[src/verilog/eeprom_pkg.sv]
package eeprom_pkg;

    // byte address width, 2 K bytes
    localparam int ADDR_W = 11;

    // upper nibble of every control byte
    localparam logic [3:0] DEV_TYPE = 4'b1010;

    // sequencer states
    typedef enum logic [3:0]
    {
        IDLE,
        WR_START,
        WR_CTRL,
        WR_ADDR,
        WR_DATA,
        RD_RESTART,    // repeated start before the read control byte
        RD_CTRL,
        RD_DATA,
        STOP,
        DONE
    } ctrl_state_t;

    // operations run by the bit engine
    typedef enum logic [1:0]
    {
        OP_START,      // sda falls while scl high
        OP_STOP,       // sda rises while scl high
        OP_BYTE_OUT,   // 8 bits out, slave ack slot
        OP_BYTE_IN     // 8 bits in, master ack/nack slot
    } bus_op_t;

endpackage

[src/verilog/eeprom_bit_engine.sv]
`timescale 1ns/10ps

module eeprom_bit_engine
#(
    parameter int QUARTER_CYCLES = 2
)
(
    input  logic                 CLK,
    input  logic                 RESET,
    input  eeprom_pkg::bus_op_t  op,
    input  logic                 op_go,
    input  logic [7:0]           tx_byte,
    input  logic                 nack_last,
    output logic                 op_done,
    output logic [7:0]           rx_byte,
    output logic                 engine_idle,
    output logic                 scl,
    output logic                 sda_oe,
    input  logic                 sda_in
);

    import eeprom_pkg::*;

    localparam int QW = (QUARTER_CYCLES > 1) ? $clog2(QUARTER_CYCLES) : 1;

    logic          active;
    bus_op_t       op_r;
    logic          nack_r;
    logic [QW-1:0] qcnt;      // clocks within a quarter
    logic [1:0]    phase;     // quarter within a bit slot
    logic [3:0]    slot;      // bit slot, 8 is the ack slot
    logic [7:0]    shreg;
    logic          qend;
    logic          last_quarter;

    // values for the quarter about to start
    bus_op_t       cur_op;
    logic          cur_nack;
    logic [7:0]    src;
    logic [1:0]    nphase;
    logic [3:0]    nslot;
    logic          scl_nxt;
    logic          sda_oe_nxt;

    assign qend = (qcnt == QW'(QUARTER_CYCLES - 1));

    always_comb
    begin
        if (op_r == OP_START || op_r == OP_STOP)
            last_quarter = (phase == 2'd3) && (slot == 4'd0);
        else
            last_quarter = (phase == 2'd3) && (slot == 4'd8);
    end

    always_comb
    begin
        if (active)
        begin
            cur_op   = op_r;
            cur_nack = nack_r;
            src      = shreg;
            nphase   = phase + 2'd1;
            nslot    = (phase == 2'd3) ? slot + 4'd1 : slot;
        end
        else
        begin
            // first quarter of a fresh op
            cur_op   = op;
            cur_nack = nack_last;
            src      = tx_byte;
            nphase   = 2'd0;
            nslot    = 4'd0;
        end

        // q0 low, q1 rise, q2 high, q3 fall
        scl_nxt = (nphase == 2'd1) || (nphase == 2'd2);

        case (cur_op)
            OP_START:
            begin
                sda_oe_nxt = (nphase >= 2'd2);     // pull low mid-high
            end
            OP_STOP:
            begin
                scl_nxt    = (nphase != 2'd0);     // bus left idle high
                sda_oe_nxt = (nphase < 2'd2);      // release mid-high
            end
            OP_BYTE_OUT:
            begin
                if (nslot < 4'd8)
                    sda_oe_nxt = ~src[~nslot[2:0]];    // msb first
                else
                    sda_oe_nxt = 1'b0;                 // slave ack
            end
            default:
            begin
                if (nslot == 4'd8)
                    sda_oe_nxt = ~cur_nack;
                else
                    sda_oe_nxt = 1'b0;
            end
        endcase
    end

    always_ff @(posedge CLK)
    begin
        if (RESET)
        begin
            active <= 1'b0;
            op_r   <= OP_STOP;
            nack_r <= 1'b0;
            qcnt   <= '0;
            phase  <= 2'd0;
            slot   <= 4'd0;
            scl    <= 1'b1;
            sda_oe <= 1'b0;
        end
        else if (!active)
        begin
            if (op_go)
            begin
                active <= 1'b1;
                op_r   <= op;
                nack_r <= nack_last;
                qcnt   <= '0;
                phase  <= 2'd0;
                slot   <= 4'd0;
                scl    <= scl_nxt;
                sda_oe <= sda_oe_nxt;
            end
        end
        else if (qend)
        begin
            qcnt <= '0;
            if (last_quarter)
            begin
                active <= 1'b0;    // scl and sda hold their last level
            end
            else
            begin
                phase  <= nphase;
                slot   <= nslot;
                scl    <= scl_nxt;
                sda_oe <= sda_oe_nxt;
            end
        end
        else
        begin
            qcnt <= qcnt + QW'(1);
        end
    end

    // tx byte held for output, rx bits shifted in at end of high quarter
    always_ff @(posedge CLK)
    begin
        if (op_go && !active)
            shreg <= tx_byte;
        else if (active && op_r == OP_BYTE_IN && phase == 2'd2 && qend && slot < 4'd8)
            shreg <= {shreg[6:0], sda_in};
    end

    assign rx_byte     = shreg;
    assign op_done     = active && qend && last_quarter;
    assign engine_idle = ~active;

endmodule

[src/verilog/eeprom_if_top.sv]
`timescale 1ns/10ps

module eeprom_if_top
#(
    parameter int QUARTER_CYCLES = 2    // clk cycles per quarter scl period
)
(
    input  logic                          CLK,
    input  logic                          RESET,
    input  logic                          wr,
    input  logic                          rd,
    input  logic [eeprom_pkg::ADDR_W-1:0] addr,
    input  logic [7:0]                    wdata,
    output logic [7:0]                    rdata,
    output logic                          ack,
    output logic                          busy,
    output logic                          scl,
    output logic                          sda_oe,
    input  logic                          sda_in
);

    import eeprom_pkg::*;

    bus_op_t    op;
    logic       op_go;
    logic [7:0] tx_byte;
    logic       nack_last;
    logic       op_done;
    logic [7:0] rx_byte;
    logic       engine_idle;

    eeprom_rw_ctrl ctrl_i
    (
        .CLK         (CLK),
        .RESET       (RESET),
        .wr          (wr),
        .rd          (rd),
        .addr        (addr),
        .wdata       (wdata),
        .rdata       (rdata),
        .ack         (ack),
        .busy        (busy),
        .op          (op),
        .op_go       (op_go),
        .tx_byte     (tx_byte),
        .nack_last   (nack_last),
        .op_done     (op_done),
        .rx_byte     (rx_byte),
        .engine_idle (engine_idle)
    );

    eeprom_bit_engine
    #(
        .QUARTER_CYCLES (QUARTER_CYCLES)
    )
    engine_i
    (
        .CLK         (CLK),
        .RESET       (RESET),
        .op          (op),
        .op_go       (op_go),
        .tx_byte     (tx_byte),
        .nack_last   (nack_last),
        .op_done     (op_done),
        .rx_byte     (rx_byte),
        .engine_idle (engine_idle),
        .scl         (scl),
        .sda_oe      (sda_oe),
        .sda_in      (sda_in)
    );

endmodule

[src/verilog/eeprom_rw_ctrl.sv]
`timescale 1ns/10ps

module eeprom_rw_ctrl
(
    input  logic                          CLK,
    input  logic                          RESET,
    input  logic                          wr,
    input  logic                          rd,
    input  logic [eeprom_pkg::ADDR_W-1:0] addr,
    input  logic [7:0]                    wdata,
    output logic [7:0]                    rdata,
    output logic                          ack,
    output logic                          busy,
    output eeprom_pkg::bus_op_t           op,
    output logic                          op_go,
    output logic [7:0]                    tx_byte,
    output logic                          nack_last,
    input  logic                          op_done,
    input  logic [7:0]                    rx_byte,
    input  logic                          engine_idle
);

    import eeprom_pkg::*;

    ctrl_state_t       state;
    logic              issued;    // op_go sent for this state
    logic              is_rd;
    logic [ADDR_W-1:0] addr_r;
    logic [7:0]        wdata_r;

    always_comb
    begin
        case (state)
            WR_START,
            RD_RESTART: op = OP_START;
            WR_CTRL,
            WR_ADDR,
            WR_DATA,
            RD_CTRL:    op = OP_BYTE_OUT;
            RD_DATA:    op = OP_BYTE_IN;
            default:    op = OP_STOP;
        endcase
    end

    always_comb
    begin
        case (state)
            WR_CTRL: tx_byte = {DEV_TYPE, addr_r[10:8], 1'b0};
            WR_ADDR: tx_byte = addr_r[7:0];
            WR_DATA: tx_byte = wdata_r;
            RD_CTRL: tx_byte = {DEV_TYPE, addr_r[10:8], 1'b1};
            default: tx_byte = 8'hff;
        endcase
    end

    assign nack_last = (state == RD_DATA);    // single byte read ends in nack

    always_ff @(posedge CLK)
    begin
        if (RESET)
        begin
            state  <= IDLE;
            issued <= 1'b0;
            op_go  <= 1'b0;
            ack    <= 1'b0;
            busy   <= 1'b0;
            is_rd  <= 1'b0;
            rdata  <= 8'h00;
        end
        else
        begin
            op_go <= 1'b0;
            ack   <= 1'b0;

            if (state != IDLE && state != DONE && !issued && engine_idle)
            begin
                op_go  <= 1'b1;
                issued <= 1'b1;
            end

            case (state)
                IDLE:
                begin
                    if (wr || rd)
                    begin
                        is_rd  <= !wr;    // write wins
                        busy   <= 1'b1;
                        issued <= 1'b0;
                        state  <= WR_START;
                    end
                end
                WR_START:
                begin
                    if (op_done)
                    begin
                        issued <= 1'b0;
                        state  <= WR_CTRL;
                    end
                end
                WR_CTRL:
                begin
                    if (op_done)
                    begin
                        issued <= 1'b0;
                        state  <= WR_ADDR;
                    end
                end
                WR_ADDR:
                begin
                    if (op_done)
                    begin
                        issued <= 1'b0;
                        state  <= is_rd ? RD_RESTART : WR_DATA;
                    end
                end
                WR_DATA,
                RD_DATA:
                begin
                    if (op_done)
                    begin
                        if (state == RD_DATA)
                            rdata <= rx_byte;
                        issued <= 1'b0;
                        state  <= STOP;
                    end
                end
                RD_RESTART:
                begin
                    if (op_done)
                    begin
                        issued <= 1'b0;
                        state  <= RD_CTRL;
                    end
                end
                RD_CTRL:
                begin
                    if (op_done)
                    begin
                        issued <= 1'b0;
                        state  <= RD_DATA;
                    end
                end
                STOP:
                begin
                    if (op_done)
                    begin
                        issued <= 1'b0;
                        state  <= DONE;
                    end
                end
                default:
                begin
                    ack   <= 1'b1;    // busy drops in the same cycle
                    busy  <= 1'b0;
                    state <= IDLE;
                end
            endcase
        end
    end

    // operands captured at accept
    always_ff @(posedge CLK)
    begin
        if (state == IDLE && (wr || rd))
        begin
            addr_r  <= addr;
            wdata_r <= wdata;
        end
    end

endmodule
[config.mk]
export PLATFORM = sky130hd
export DESIGN_NAME = eeprom_if_top
export DESIGN_NICKNAME = d
export VERILOG_FILES = /design/src/verilog/eeprom_pkg.sv /design/src/verilog/eeprom_bit_engine.sv /design/src/verilog/eeprom_if_top.sv /design/src/verilog/eeprom_rw_ctrl.sv
export SDC_FILE = /design/constraint.sdc
export NUM_CORES = 1
export LEC_CHECK = 0
export ABC_CLOCK_PERIOD_IN_PS = 3300
export BUFFER_PORTS_ARGS = -buffer_cell sky130_fd_sc_hd__buf_4
export CORE_ASPECT_RATIO = 0.75
export CORE_MARGIN = 8
export CORE_UTILIZATION = 62
export CTS_BUF_LIST = sky130_fd_sc_hd__clkbuf_16
export DETAILED_ROUTE_END_ITERATION = 8
export GPL_ROUTABILITY_DRIVEN = 0
export GPL_TIMING_DRIVEN = 0
export PLACE_DENSITY = 0.8
export SKIP_LAST_GASP = 1
export SYNTH_ARGS = -nofsm -noshare
export SYNTH_HDL_FRONTEND = slang
export SYNTH_HIERARCHICAL = 1
export SYNTH_SLANG_ARGS = --single-unit
[constraint.sdc]
create_clock -name CLK -period 3.3 [get_ports CLK]
set_input_delay 0.495 -clock CLK [delete_from_list [all_inputs] [get_ports CLK]]
set_output_delay 0.495 -clock CLK [all_outputs]
set_load 0.01 [all_outputs]
======== Word-level counts from Yosys, hierarchy flattened ========
Index checks and enable logic that the tools add are counted.
word-level totals
  register bits after elaboration ......... 57
  latch bits .............................. 0
  RAM bits ................................ 0
  bits in read-only memories .............. 0
  input port bits ......................... 24
  output and inout port bits .............. 12
  word-level logic and storage cells ...... 156
  memories ................................ 0
operators by class
  $add $sub $neg .......................... 3
  multipliers ............................. 0
  divide/modulo/power cells ............... 0
  order comparisons ....................... 5
  equal/unequal tests ..................... 29
  shift-type cells ........................ 0
  muxes and demuxes ....................... 58
  bitwise operators ....................... 5
  reductions and logical operators ........ 38
operators by type and width
  cell                                               number
  2-to-1 mux 4 bit                                   14
  one-hot mux 4 bit (8 select lines)                 1
  one-hot mux 8 bit (4 select lines)                 1
  2-to-1 mux 1 bit                                   28
  2-to-1 mux 8 bit                                   3
  == test 4 x 3 -> 1 bit, second input constant      4
  != test 2 x 1 -> 1 bit, second input constant      8
  logical AND 1 bit                                  13
  == test 4 bit, second input constant               3
  2-to-1 mux 2 bit                                   6
  == test 2 bit, second input constant               5
  OR reduction 9 bit                                 1
  == test 4 x 2 -> 1 bit, second input constant      2
  zero test 4 bit                                    2
  less-than comparator 4 bit, second input constant  2
  AND reduction 8 bit                                1
  OR reduction 8 bit                                 1
  == test 2 x 1 -> 1 bit, second input constant      3
  one-hot mux 2 bit (3 select lines)                 1
  AND reduction 2 bit                                3
  AND reduction 3 bit                                2
  nonzero test 2 bit                                 3
  adder 4 x 1 -> 4 bit, second input constant        1
  == test 4 x 1 -> 1 bit, second input constant      1
  other kinds (18)                                   29

======== Logic depth before layout (Yosys ltp) ========
Gate-level depths: netlist of the first run.
  depth after elaboration ................. 12
  gate-level depth with buffers ........... 10
  mapped depth without buffers ............ 9

======== By module ========
The synthesis of the first run kept the hierarchy.
modules (own cells, without submodules)
  module             times used  cells an instance  area each (µm²)  seq. area each (µm²)
  eeprom_rw_ctrl     1           155                1604.0           910.9
  eeprom_bit_engine  1           150                1300.0           500.5

======== Worst setup path before layout of the first run ========
No wires, ideal clock.
  path kind ............................... register to register
  from .................................... register engine_i.slot[0]
  to ...................................... register ctrl_i.state[0]
  library setup time ...................... 0.121 ns
  arrival time ............................ 1.987 ns
  required time ........................... 3.179 ns
  slack ................................... 1.192 ns
  stages on the path, launching flop included .. 11
  buffers on the path ..................... 1
  period minus slack after synthesis ...... 2.108 ns
  cell sequence ........................... dfxtp_1 -> clkbuf_1 -> inv_1 -> ha_1 -> nand4b_1 -> nor2_1 -> and2_1 -> inv_2 -> mux2_4 -> mux2i_4 -> mux2_4
between the ends
  cells in the longest elaborated chain, start to end .. 6
  elaborated cells between the ends (all ways) .. 14
  those cells by class .................... eq/ne (8); mux (1); reduce/logical (5)
ends and longest elaborated chain
  element                                                  RTL line                                          source
  from (decl)                                              eeprom_bit_engine.sv:31                           logic [3:0] slot;
  from (signal assigned)                                   eeprom_bit_engine.sv:142                          slot <= nslot;
  == test 4 bit / zero test 4 bit (equally long branches)  eeprom_bit_engine.sv:52, eeprom_bit_engine.sv:50
  logical AND 1 bit, on equally long branches              eeprom_bit_engine.sv:52, eeprom_bit_engine.sv:50
  2-to-1 mux 1 bit *                                       eeprom_bit_engine.sv:49                           if (op_r == OP_START || op_r == OP_STOP)
  logical AND 1 bit *                                      eeprom_bit_engine.sv:163                          assign op_done = active && qend && last_quarter;
  named net op_done                                        eeprom_if_top.sv:28                               logic op_done;
  != test 2 x 1 -> 1 bit (no line)                         -
  AND reduction 8 bit (no line) *                          -
  to (signal assigned)                                     eeprom_rw_ctrl.sv:113                             state <= is_rd ? RD_RESTART : WR_DATA;
  to (decl)                                                eeprom_rw_ctrl.sv:25                              ctrl_state_t state;
The timed path passes the listed nets; every way through them passes the cells marked *.
A chain may end at the register's enable or synchronous reset.

======== Worst setup path after layout of the first run ========
  from .................................... register engine_i.slot[1]
  to ...................................... register ctrl_i.state[0]
The elaborated chain is that of the path after synthesis.

==> load_flow_metrics.sql, run 1 <==
INSERT INTO impl_metrics (metric_group, metric, value, unit) VALUES
('sta', 'grt_setup_unrepaired', 'no', ''),
('synth', 'synth.cell_area', '2900', 'um2'),
('cells_and_area', 'final_nets', '381', ''),
('global_routing', 'grt_max_degree', '20', ''),
('floorplan', 'area_of_the_die', '7150', 'um2'),
('clocking', 'postCtsSetupRepairBufs', '0', ''),
('route', 'via_per_inst', '5.84', ''),
('sta', 'tightestPinTransition', '1.06', 'ns'),
('clocking', 'clkLatencyLatePin', '0.32', 'ns'),
('floorplan', 'floorplan.die.width', '95.0', 'um'),
('global_routing', 'antenna_found_initial', '0', ''),
('synth', 'synthesis.instances', '305', ''),
('sta', 'finalSetupViolations', '0', ''),
('sta', 'worst_slew_margin_rel', '28.4', '%'),
('clocking', 'htree_num_levels', '3', ''),
('route', 'postRouteWirelength', '6660', 'um'),
('sta', 'finalHoldWorstSlack', '0.350', 'ns'),
('setup_path', 'critPathCaptureType', 'flip-flop', ''),
('sta', 'timing.final.ws_setup', '0.750', 'ns'),
('synth', 'syn_avg_cell_area', '9.52', 'um2'),
('clocking', 'numCtsBuffers', '9', ''),
('synth', 'ys_async_sr_fraction', '0', '%'),
('clocking', 'cts_hold_buffers', '0', ''),
('worst_hold_path', 'min_path_type', 'in2reg', ''),
('synth', 'synth.top_cells.by_area', 'sky130_fd_sc_hd__edfxtp_1 (28%), sky130_fd_sc_hd__dfxtp_1 (21%), sky130_fd_sc_hd__nand2_1 (5.9%)', ''),
('synth', 'netlist-cell-type-count', '56', ''),
('power_and_ir_drop', 'worst_ir_drop_vdd', '0.000481', 'V'),
('global_routing', 'global_route_wire_length_before_repair', '10700', 'um'),
('synth', 'yosysMostFrequentCell', 'sky130_fd_sc_hd__nand2_1', ''),
('placed_design', 'dp_slack', '0.858', 'ns'),
('job', 'maxCapViolations', '0', ''),
('setup_path', 'worst-endpoint-arrival', '2.75', 'ns'),
('setup_path', 'r2r_slack', '0.75', 'ns'),
('placed_design', 'placed_cells', '397', ''),
('run_status', 'status', 'complete, no violations', ''),
('floorplan', 'ios', '36', ''),
('sta', 'fin_skew', '0.00426', 'ns'),
('sta', 'max_freq', '392', 'MHz'),
('global_routing', 'grt_usage', '20.0', '%'),
('placed_design', 'number_of_input_and_output_port_buffers_inserted', '35', ''),
('synth', 'synth_ff_type', 'sky130_fd_sc_hd__dfxtp_1', ''),
('clocking', 'clkSlewWorstSetupHoldPaths', '0.05', 'ns'),
('route', 'wire_per_inst', '16.1', 'um'),
('synth', 'synth_area_leader_cell', 'sky130_fd_sc_hd__edfxtp_1', ''),
('power_and_ir_drop', 'power_leakage', '1.36', 'nW'),
('cells_and_area', 'diodes', '0', ''),
('synth', 'synth_nets', '335', ''),
('floorplan', 'core_box_area', '4490', 'um2'),
('sta', 'final_hold_vio_count', '0', ''),
('floorplan', 'initial_core_util', '64.6', '%'),
('sta', 'period_needed', '2.55', 'ns'),
('synth', 'ys_ff_latch', '57', ''),
('clocking', 'cts_buffer_depth', '2', ''),
('floorplan', 'placementRows', '21', ''),
('setup_path', 'crit-reg2reg-launch', 'engine_i/slot[1]$_SDFFE_PP0P_', ''),
('cells_and_area', 'final_layout_size_suffix_gt1_share', '21.6', '%'),
('synth', 'synth.yosys.seq_area_share', '48.6', '%'),
('power_and_ir_drop', 'power.density', '789', 'nW/um2'),
('cells_and_area', 'area_growth', '21.5', '%'),
('floorplan', 'chipHeight', '75.3', 'um'),
('sta', 'finalCritPeriodShare', '77.3', '%'),
('clocking', 'tritoncts_clock_tree', 'yes', ''),
('setup_path', 'reg2regPathDepth', '10', ''),
('worst_hold_path', 'worstHoldStart', 'addr[7]', ''),
('setup_path', 'critical_path_required', '3.50', 'ns'),
('global_routing', 'grt.overflow.total', '0', ''),
('setup_path', 'crit_path_start', 'engine_i/slot[1]$_SDFFE_PP0P_', ''),
('cells_and_area', 'finish.cell_count_without_fillers', '413', ''),
('sta', 'slew_viol_final', '0', ''),
('route', 'drt_pre_antenna_iters', '5', ''),
('synth', 'count_of_yosys_warnings_during_synthesis', '6', '');
==> flip-flops by register name (all words and copies together) (netlist names), 2 cells and up <==
register	count
ctrl_i/addr_r	11
ctrl_i/rdata	8
ctrl_i/state	4
ctrl_i/wdata_r	8
engine_i/op_r	2
engine_i/phase	2
engine_i/rx_byte	8
engine_i/slot	4
==> cell families after synthesis <==
logic type,Yosys count,share of synthesized area [%]
buffers and inverters,38,5.99
AND/OR/NAND/NOR,119,20.6
adder cells (fa/ha/maj),6,2.59
XOR/XNOR,4,1.21
multiplexers,19,7.88
AO/OA/AOI/OAI,62,13.1
flip-flops,57,48.6
==> critical path, cell delays in order, from the launching register on <==
cell and delay (ns):
sky130_fd_sc_hd__dfxtp_1 0.31, sky130_fd_sc_hd__clkbuf_1 0.24, sky130_fd_sc_hd__inv_1 0.12, sky130_fd_sc_hd__ha_1 0.17
sky130_fd_sc_hd__nand4b_1 0.14, sky130_fd_sc_hd__nor2_1 0.17, sky130_fd_sc_hd__and2_1 0.40, sky130_fd_sc_hd__inv_2 0.08
sky130_fd_sc_hd__mux2_4 0.30, sky130_fd_sc_hd__mux2i_4 0.18, sky130_fd_sc_hd__mux2_4 0.32
==> area by class of cell <==
cell class | instances | area, um2
clock buffers | 9 | 225
flip-flops and latches | 57 | 1410
multi-input cells | 210 | 1320
clock inverters | 7 | 61.3
plain buffers | 22 | 114
fillers | 304 | 966
inverters | 16 | 60.1
well taps | 57 | 71.3
repair buffers | 35 | 263
==> placed cells by master, fill, tap and decap left out, types with 2 or more instances in the layout <==
cell type / count
sky130_fd_sc_hd__edfxtp_1: 27
sky130_fd_sc_hd__nor2b_1: 3
sky130_fd_sc_hd__nor2_1: 21
sky130_fd_sc_hd__clkbuf_16: 9
sky130_fd_sc_hd__mux2_2: 3
sky130_fd_sc_hd__inv_1: 14
sky130_fd_sc_hd__nand2b_1: 7
sky130_fd_sc_hd__o22ai_1: 7
sky130_fd_sc_hd__a22oi_1: 2
sky130_fd_sc_hd__nand2_1: 46
sky130_fd_sc_hd__nor3_1: 4
sky130_fd_sc_hd__clkinv_2: 4
sky130_fd_sc_hd__clkinv_1: 2
sky130_fd_sc_hd__dfxtp_1: 30
sky130_fd_sc_hd__xor2_1: 3
sky130_fd_sc_hd__nor2_2: 2
sky130_fd_sc_hd__buf_2: 6
sky130_fd_sc_hd__nor4_1: 2
sky130_fd_sc_hd__nand3b_1: 3
sky130_fd_sc_hd__a211o_1: 2
sky130_fd_sc_hd__nand4b_1: 2
sky130_fd_sc_hd__buf_6: 3
sky130_fd_sc_hd__or2_2: 2
sky130_fd_sc_hd__a211oi_1: 2
sky130_fd_sc_hd__nor3b_1: 5
sky130_fd_sc_hd__ha_1: 6
sky130_fd_sc_hd__mux2i_1: 12
sky130_fd_sc_hd__a31oi_1: 4
sky130_fd_sc_hd__nand3_1: 11
sky130_fd_sc_hd__o21ai_0: 9
sky130_fd_sc_hd__clkbuf_1: 12
sky130_fd_sc_hd__mux2_4: 2
sky130_fd_sc_hd__buf_4: 35
sky130_fd_sc_hd__a21oi_1: 26
sky130_fd_sc_hd__nand4_1: 2
==> final timing paths <==
check / end
hold reg to reg: ctrl_i/rdata[3]$_SDFFE_PP0P_
setup reg to reg: ctrl_i/state[0]$_SDFFE_PP0P_
setup / recovery: ctrl_i/state[0]$_SDFFE_PP0P_
hold / removal: ctrl_i/addr_r[7]$_DFFE_PP_
==> routing by layer <==
layer | share of wire (%) | routed length [um] | GRT usage, % | vias to the layer above
li1 | - | - | - | 1171
met1 | 46 | 3050 | 26.1 | 1100
met2 | 43 | 2900 | 30.6 | 133
met3 | 10 | 664 | 7.07 | 8
met4 | 0.75 | 50 | 6.03 | 0
met5 | 0 | 0 | 0 | -
==> stage by stage <==
step	utilization [%]	power (mW)	area [um2]
after global routing	78.5	2.93	3530
after global placement	72.1	1.87	3240
after detailed placement	72.1	1.89	3240
final	78.5	2.78	3530
after CTS	78.5	2.79	3530
after floorplan	-	1.67	2900
==> where the power goes <==
| group | switching, mW | internal (mW) | leakage [nW] |
|---|---|---|---|
| Clock | 0.304 | 0.574 | 0.142 |
| Sequential | 0.104 | 0.962 | 0.503 |
| Combinational | 0.497 | 0.344 | 0.713 |
Power figures use the tool's default switching activity.
==> inputs of run 2 (changes only) <==
--- a/config.mk
+++ b/config.mk
@@ -5,16 +5,16 @@
 export SDC_FILE = /design/constraint.sdc
 export NUM_CORES = 1
 export LEC_CHECK = 0
-export ABC_CLOCK_PERIOD_IN_PS = 3300
+export ABC_CLOCK_PERIOD_IN_PS = 2660
 export BUFFER_PORTS_ARGS = -buffer_cell sky130_fd_sc_hd__buf_4
 export CORE_ASPECT_RATIO = 0.75
 export CORE_MARGIN = 8
-export CORE_UTILIZATION = 62
+export CORE_UTILIZATION = 58
 export CTS_BUF_LIST = sky130_fd_sc_hd__clkbuf_16
 export DETAILED_ROUTE_END_ITERATION = 8
 export GPL_ROUTABILITY_DRIVEN = 0
 export GPL_TIMING_DRIVEN = 0
-export PLACE_DENSITY = 0.8
+export PLACE_DENSITY = 0.76
 export SKIP_LAST_GASP = 1
 export SYNTH_ARGS = -nofsm -noshare
 export SYNTH_HDL_FRONTEND = slang
==> constraint.sdc (replaced) <==
create_clock -name CLK -period 2.66 [get_ports CLK]
set_input_delay 0.399 -clock CLK [delete_from_list [all_inputs] [get_ports CLK]]
set_output_delay 0.399 -clock CLK [all_outputs]
set_load 0.01 [all_outputs]
==> run 2 against run 1 <==
Effect of this change: critical path depth stayed put; clock power rose by 24%; clock-buffer cell count unchanged; largest cell class unchanged; cell count rose by 0.73%; critical path type unchanged; sequential share of layout area decreased by 0.057 points; wire length is 3.8% lower; cell area is 0.14% higher; non-clock buffer count did not move; flip-flop and latch count unchanged; register-to-register slack worse by 0.52 ns; via count decreased by 3.2%.
==> load_flow_metrics.sql, run 2 (synthesized netlist as in run 1, its figures left out) <==
INSERT INTO impl_metrics (metric_group, metric, value, unit) VALUES
('run_status', 'status', 'complete, no violations', ''),
('floorplan', 'area_of_the_die', '7550', 'um2'),
('route', 'postRouteWirelength', '6410', 'um'),
('cells_and_area', 'top_register', 'ctrl_i/addr_r', ''),
('cells_and_area', 'mostFrequentLayoutCell', 'sky130_fd_sc_hd__nand2_1', ''),
('worst_hold_path', 'min_path_type', 'in2reg', ''),
('clocking', 'cts_buffer_depth', '2', ''),
('clocking', 'htree_num_levels', '3', ''),
('power_and_ir_drop', 'power_leakage', '1.36', 'nW'),
('job', 'maxCapViolations', '0', ''),
('setup_path', 'worst_setup_path_start_kind', 'flip-flop', ''),
('global_routing', 'grtUsageMet3', '7.66', '%'),
('global_routing', 'grt_max_degree', '20', ''),
('route', 'antenna_nets_post_route', '0', ''),
('floorplan', 'core_box_area', '4870', 'um2'),
('cells_and_area', 'area_growth', '21.6', '%'),
('power_and_ir_drop', 'worst_ir_drop_vdd', '0.000817', 'V'),
('cells_and_area', 'largest_reg_flops', '11', ''),
('route', 'via_per_inst', '5.61', ''),
('setup_path', 'worst-endpoint-arrival', '2.64', 'ns'),
('setup_path', 'r2r_slack', '0.23', 'ns'),
('sta', 'grt_setup_unrepaired', 'no', ''),
('sta', 'final_hold_vio_count', '0', ''),
('global_routing', 'antenna_found_initial', '0', ''),
('floorplan', 'placementRows', '22', ''),
('route', 'detailedRoute.firstIterationViolations', '133', ''),
('clocking', 'root_buffer', 'sky130_fd_sc_hd__clkbuf_16', ''),
('floorplan', 'initial_core_util', '59.6', '%'),
('power_and_ir_drop', 'power.density', '970', 'nW/um2'),
('sta', 'max_freq', '411', 'MHz'),
('route', 'drt_pre_antenna_iters', '4', ''),
('setup_path', 'crit_path_max_fanout', '7', ''),
('cells_and_area', 'fill_cells', '378', ''),
('cells_and_area', 'final_layout_size_suffix_gt1_share', '21.3', '%'),
('global_routing', 'grt.overflow.total', '0', ''),
('sta', 'finalSetupViolations', '0', ''),
('placed_design', 'dp.final_hpwl', '4560', 'um'),
('sta', 'setup-tns-final', '0', 'ns'),
('global_routing', 'highest_utilization_routing_layer_at_the_global_route_stage', 'met2', ''),
('sta', 'fin_skew', '0.00470', 'ns'),
('clocking', 'postCtsSetupRepairBufs', '0', ''),
('global_routing', 'grt_usage', '17.6', '%'),
('global_routing', 'global_route_wire_length_before_repair', '10600', 'um'),
('floorplan', 'floorplan.die.width', '97.7', 'um'),
('setup_path', 'critical_path_required', '2.87', 'ns'),
('sta', 'worst_slew_margin_rel', '27.2', '%'),
('clocking', 'numCtsBuffers', '9', ''),
('clocking', 'clkLatencyLatePin', '0.32', 'ns'),
('route', 'wire_per_inst', '15.4', 'um'),
('clocking', 'cts_hold_buffers', '0', ''),
('clocking', 'tritoncts_clock_tree', 'yes', ''),
('cells_and_area', 'diodes', '0', ''),
('power_and_ir_drop', 'report.power.total', '3.43', 'mW'),
('cells_and_area', 'most_used_cells_in_the_layout_excluding_fill_and_tap_cells', 'sky130_fd_sc_hd__nand2_1 (46), sky130_fd_sc_hd__buf_4 (35), sky130_fd_sc_hd__dfxtp_1 (30)', ''),
('global_routing', 'grt_util_met1', '23.0', '%'),
('global_routing', 'grt_pass1_vias', '2223', ''),
('global_routing', 'met2_usage', '25.4', '%'),
('sta', 'period_needed', '2.43', 'ns'),
('cells_and_area', 'final_nets', '381', ''),
('floorplan', 'chipHeight', '77.3', 'um'),
('setup_path', 'critPathCaptureType', 'flip-flop', ''),
('floorplan', 'ios', '36', ''),
('sta', 'slew_viol_final', '0', ''),
('route', 'drcViolationCount', '0', ''),
('route', 'number_of_vias_after_detailed_routing', '2334', ''),
('sta', 'finalCritPeriodShare', '91.5', '%'),
('placed_design', 'number_of_input_and_output_port_buffers_inserted', '35', ''),
('sta', 'tightestPinTransition', '1.08', 'ns'),
('clocking', 'tritoncts_num_sinks', '57', ''),
('clocking', 'post_cts_resize_count', '0', ''),
('setup_path', 'criticalPathCategory', 'reg2reg', ''),
('clocking', 'clkSlewWorstSetupHoldPaths', '0.05', 'ns');
-- run 2: per-stage QoR --
| step | hold slack (ns) | area (um2) | worst slack (ns) | instances | utilization (%) |
|---|---|---|---|---|---|
| global route | 0.238 | 3530 | 0.0651 | 416 | 72.5 |
| detailed placement | 0.409 | 3240 | 0.237 | 400 | 66.5 |
| floorplan | 0.401 | 2900 | 0.552 | 305 | - |
| CTS | 0.242 | 3530 | 0.216 | 416 | 72.4 |
| finish | 0.253 | 3530 | 0.227 | 416 | 72.5 |
| global placement | 0.413 | 3240 | 0.249 | 400 | 66.5 |
-- run 2: final cells by class --
| type | instances | area (um2) | share of cell area [%] |
|---|---|---|---|
| sequential | 57 | 1410 | 40.0 |
| multi-input combinational | 210 | 1320 | 37.4 |
| timing repair buffer | 35 | 263 | 7.44 |
| clock buffer | 9 | 225 | 6.38 |
| buffer | 22 | 114 | 3.22 |
| tap | 60 | 75.1 | 2.13 |
| clock inverter | 7 | 62.6 | 1.77 |
| inverter | 16 | 60.1 | 1.70 |
-- run 2: routing by layer --
| layer | part of all wire (%) | routed length (um) |
|---|---|---|
| met3 | 7.5 | 483 |
| met4 | 0.59 | 38 |
| met2 | 44 | 2800 |
| met1 | 48 | 3080 |
| met5 | 0 | 0 |
-- run 2: power by group --
group,total [mW],leakage [nW],internal (mW),switching (mW)
registers,1.31,0.503,1.19,0.116
clock network,1.09,0.140,0.712,0.374
logic,1.03,0.713,0.427,0.605
-- run 2: final timing paths --
path / end / from / cells past startpoint
setup reg to reg: ctrl_i/state[0]$_SDFFE_PP0P_ / engine_i/slot[0]$_SDFFE_PP0P_ / 10
setup / recovery: ctrl_i/state[0]$_SDFFE_PP0P_ / engine_i/slot[0]$_SDFFE_PP0P_ / 10
hold / removal: ctrl_i/wdata_r[1]$_DFFE_PP_ / wdata[1] / 1
hold reg to reg: ctrl_i/op_go$_SDFF_PP0_ / ctrl_i/issued$_SDFF_PP0_ / 1
-- run 2: worst max-delay path: stages, from the launching register on --
cell                       delay, ns
sky130_fd_sc_hd__dfxtp_1        0.31
sky130_fd_sc_hd__clkbuf_1       0.18
sky130_fd_sc_hd__inv_1          0.13
sky130_fd_sc_hd__ha_1           0.16
sky130_fd_sc_hd__nand4b_1       0.12
sky130_fd_sc_hd__nor2_1         0.19
sky130_fd_sc_hd__and2_1         0.34
sky130_fd_sc_hd__inv_2          0.09
sky130_fd_sc_hd__mux2_4         0.29
sky130_fd_sc_hd__mux2i_4        0.18
sky130_fd_sc_hd__mux2_4         0.31
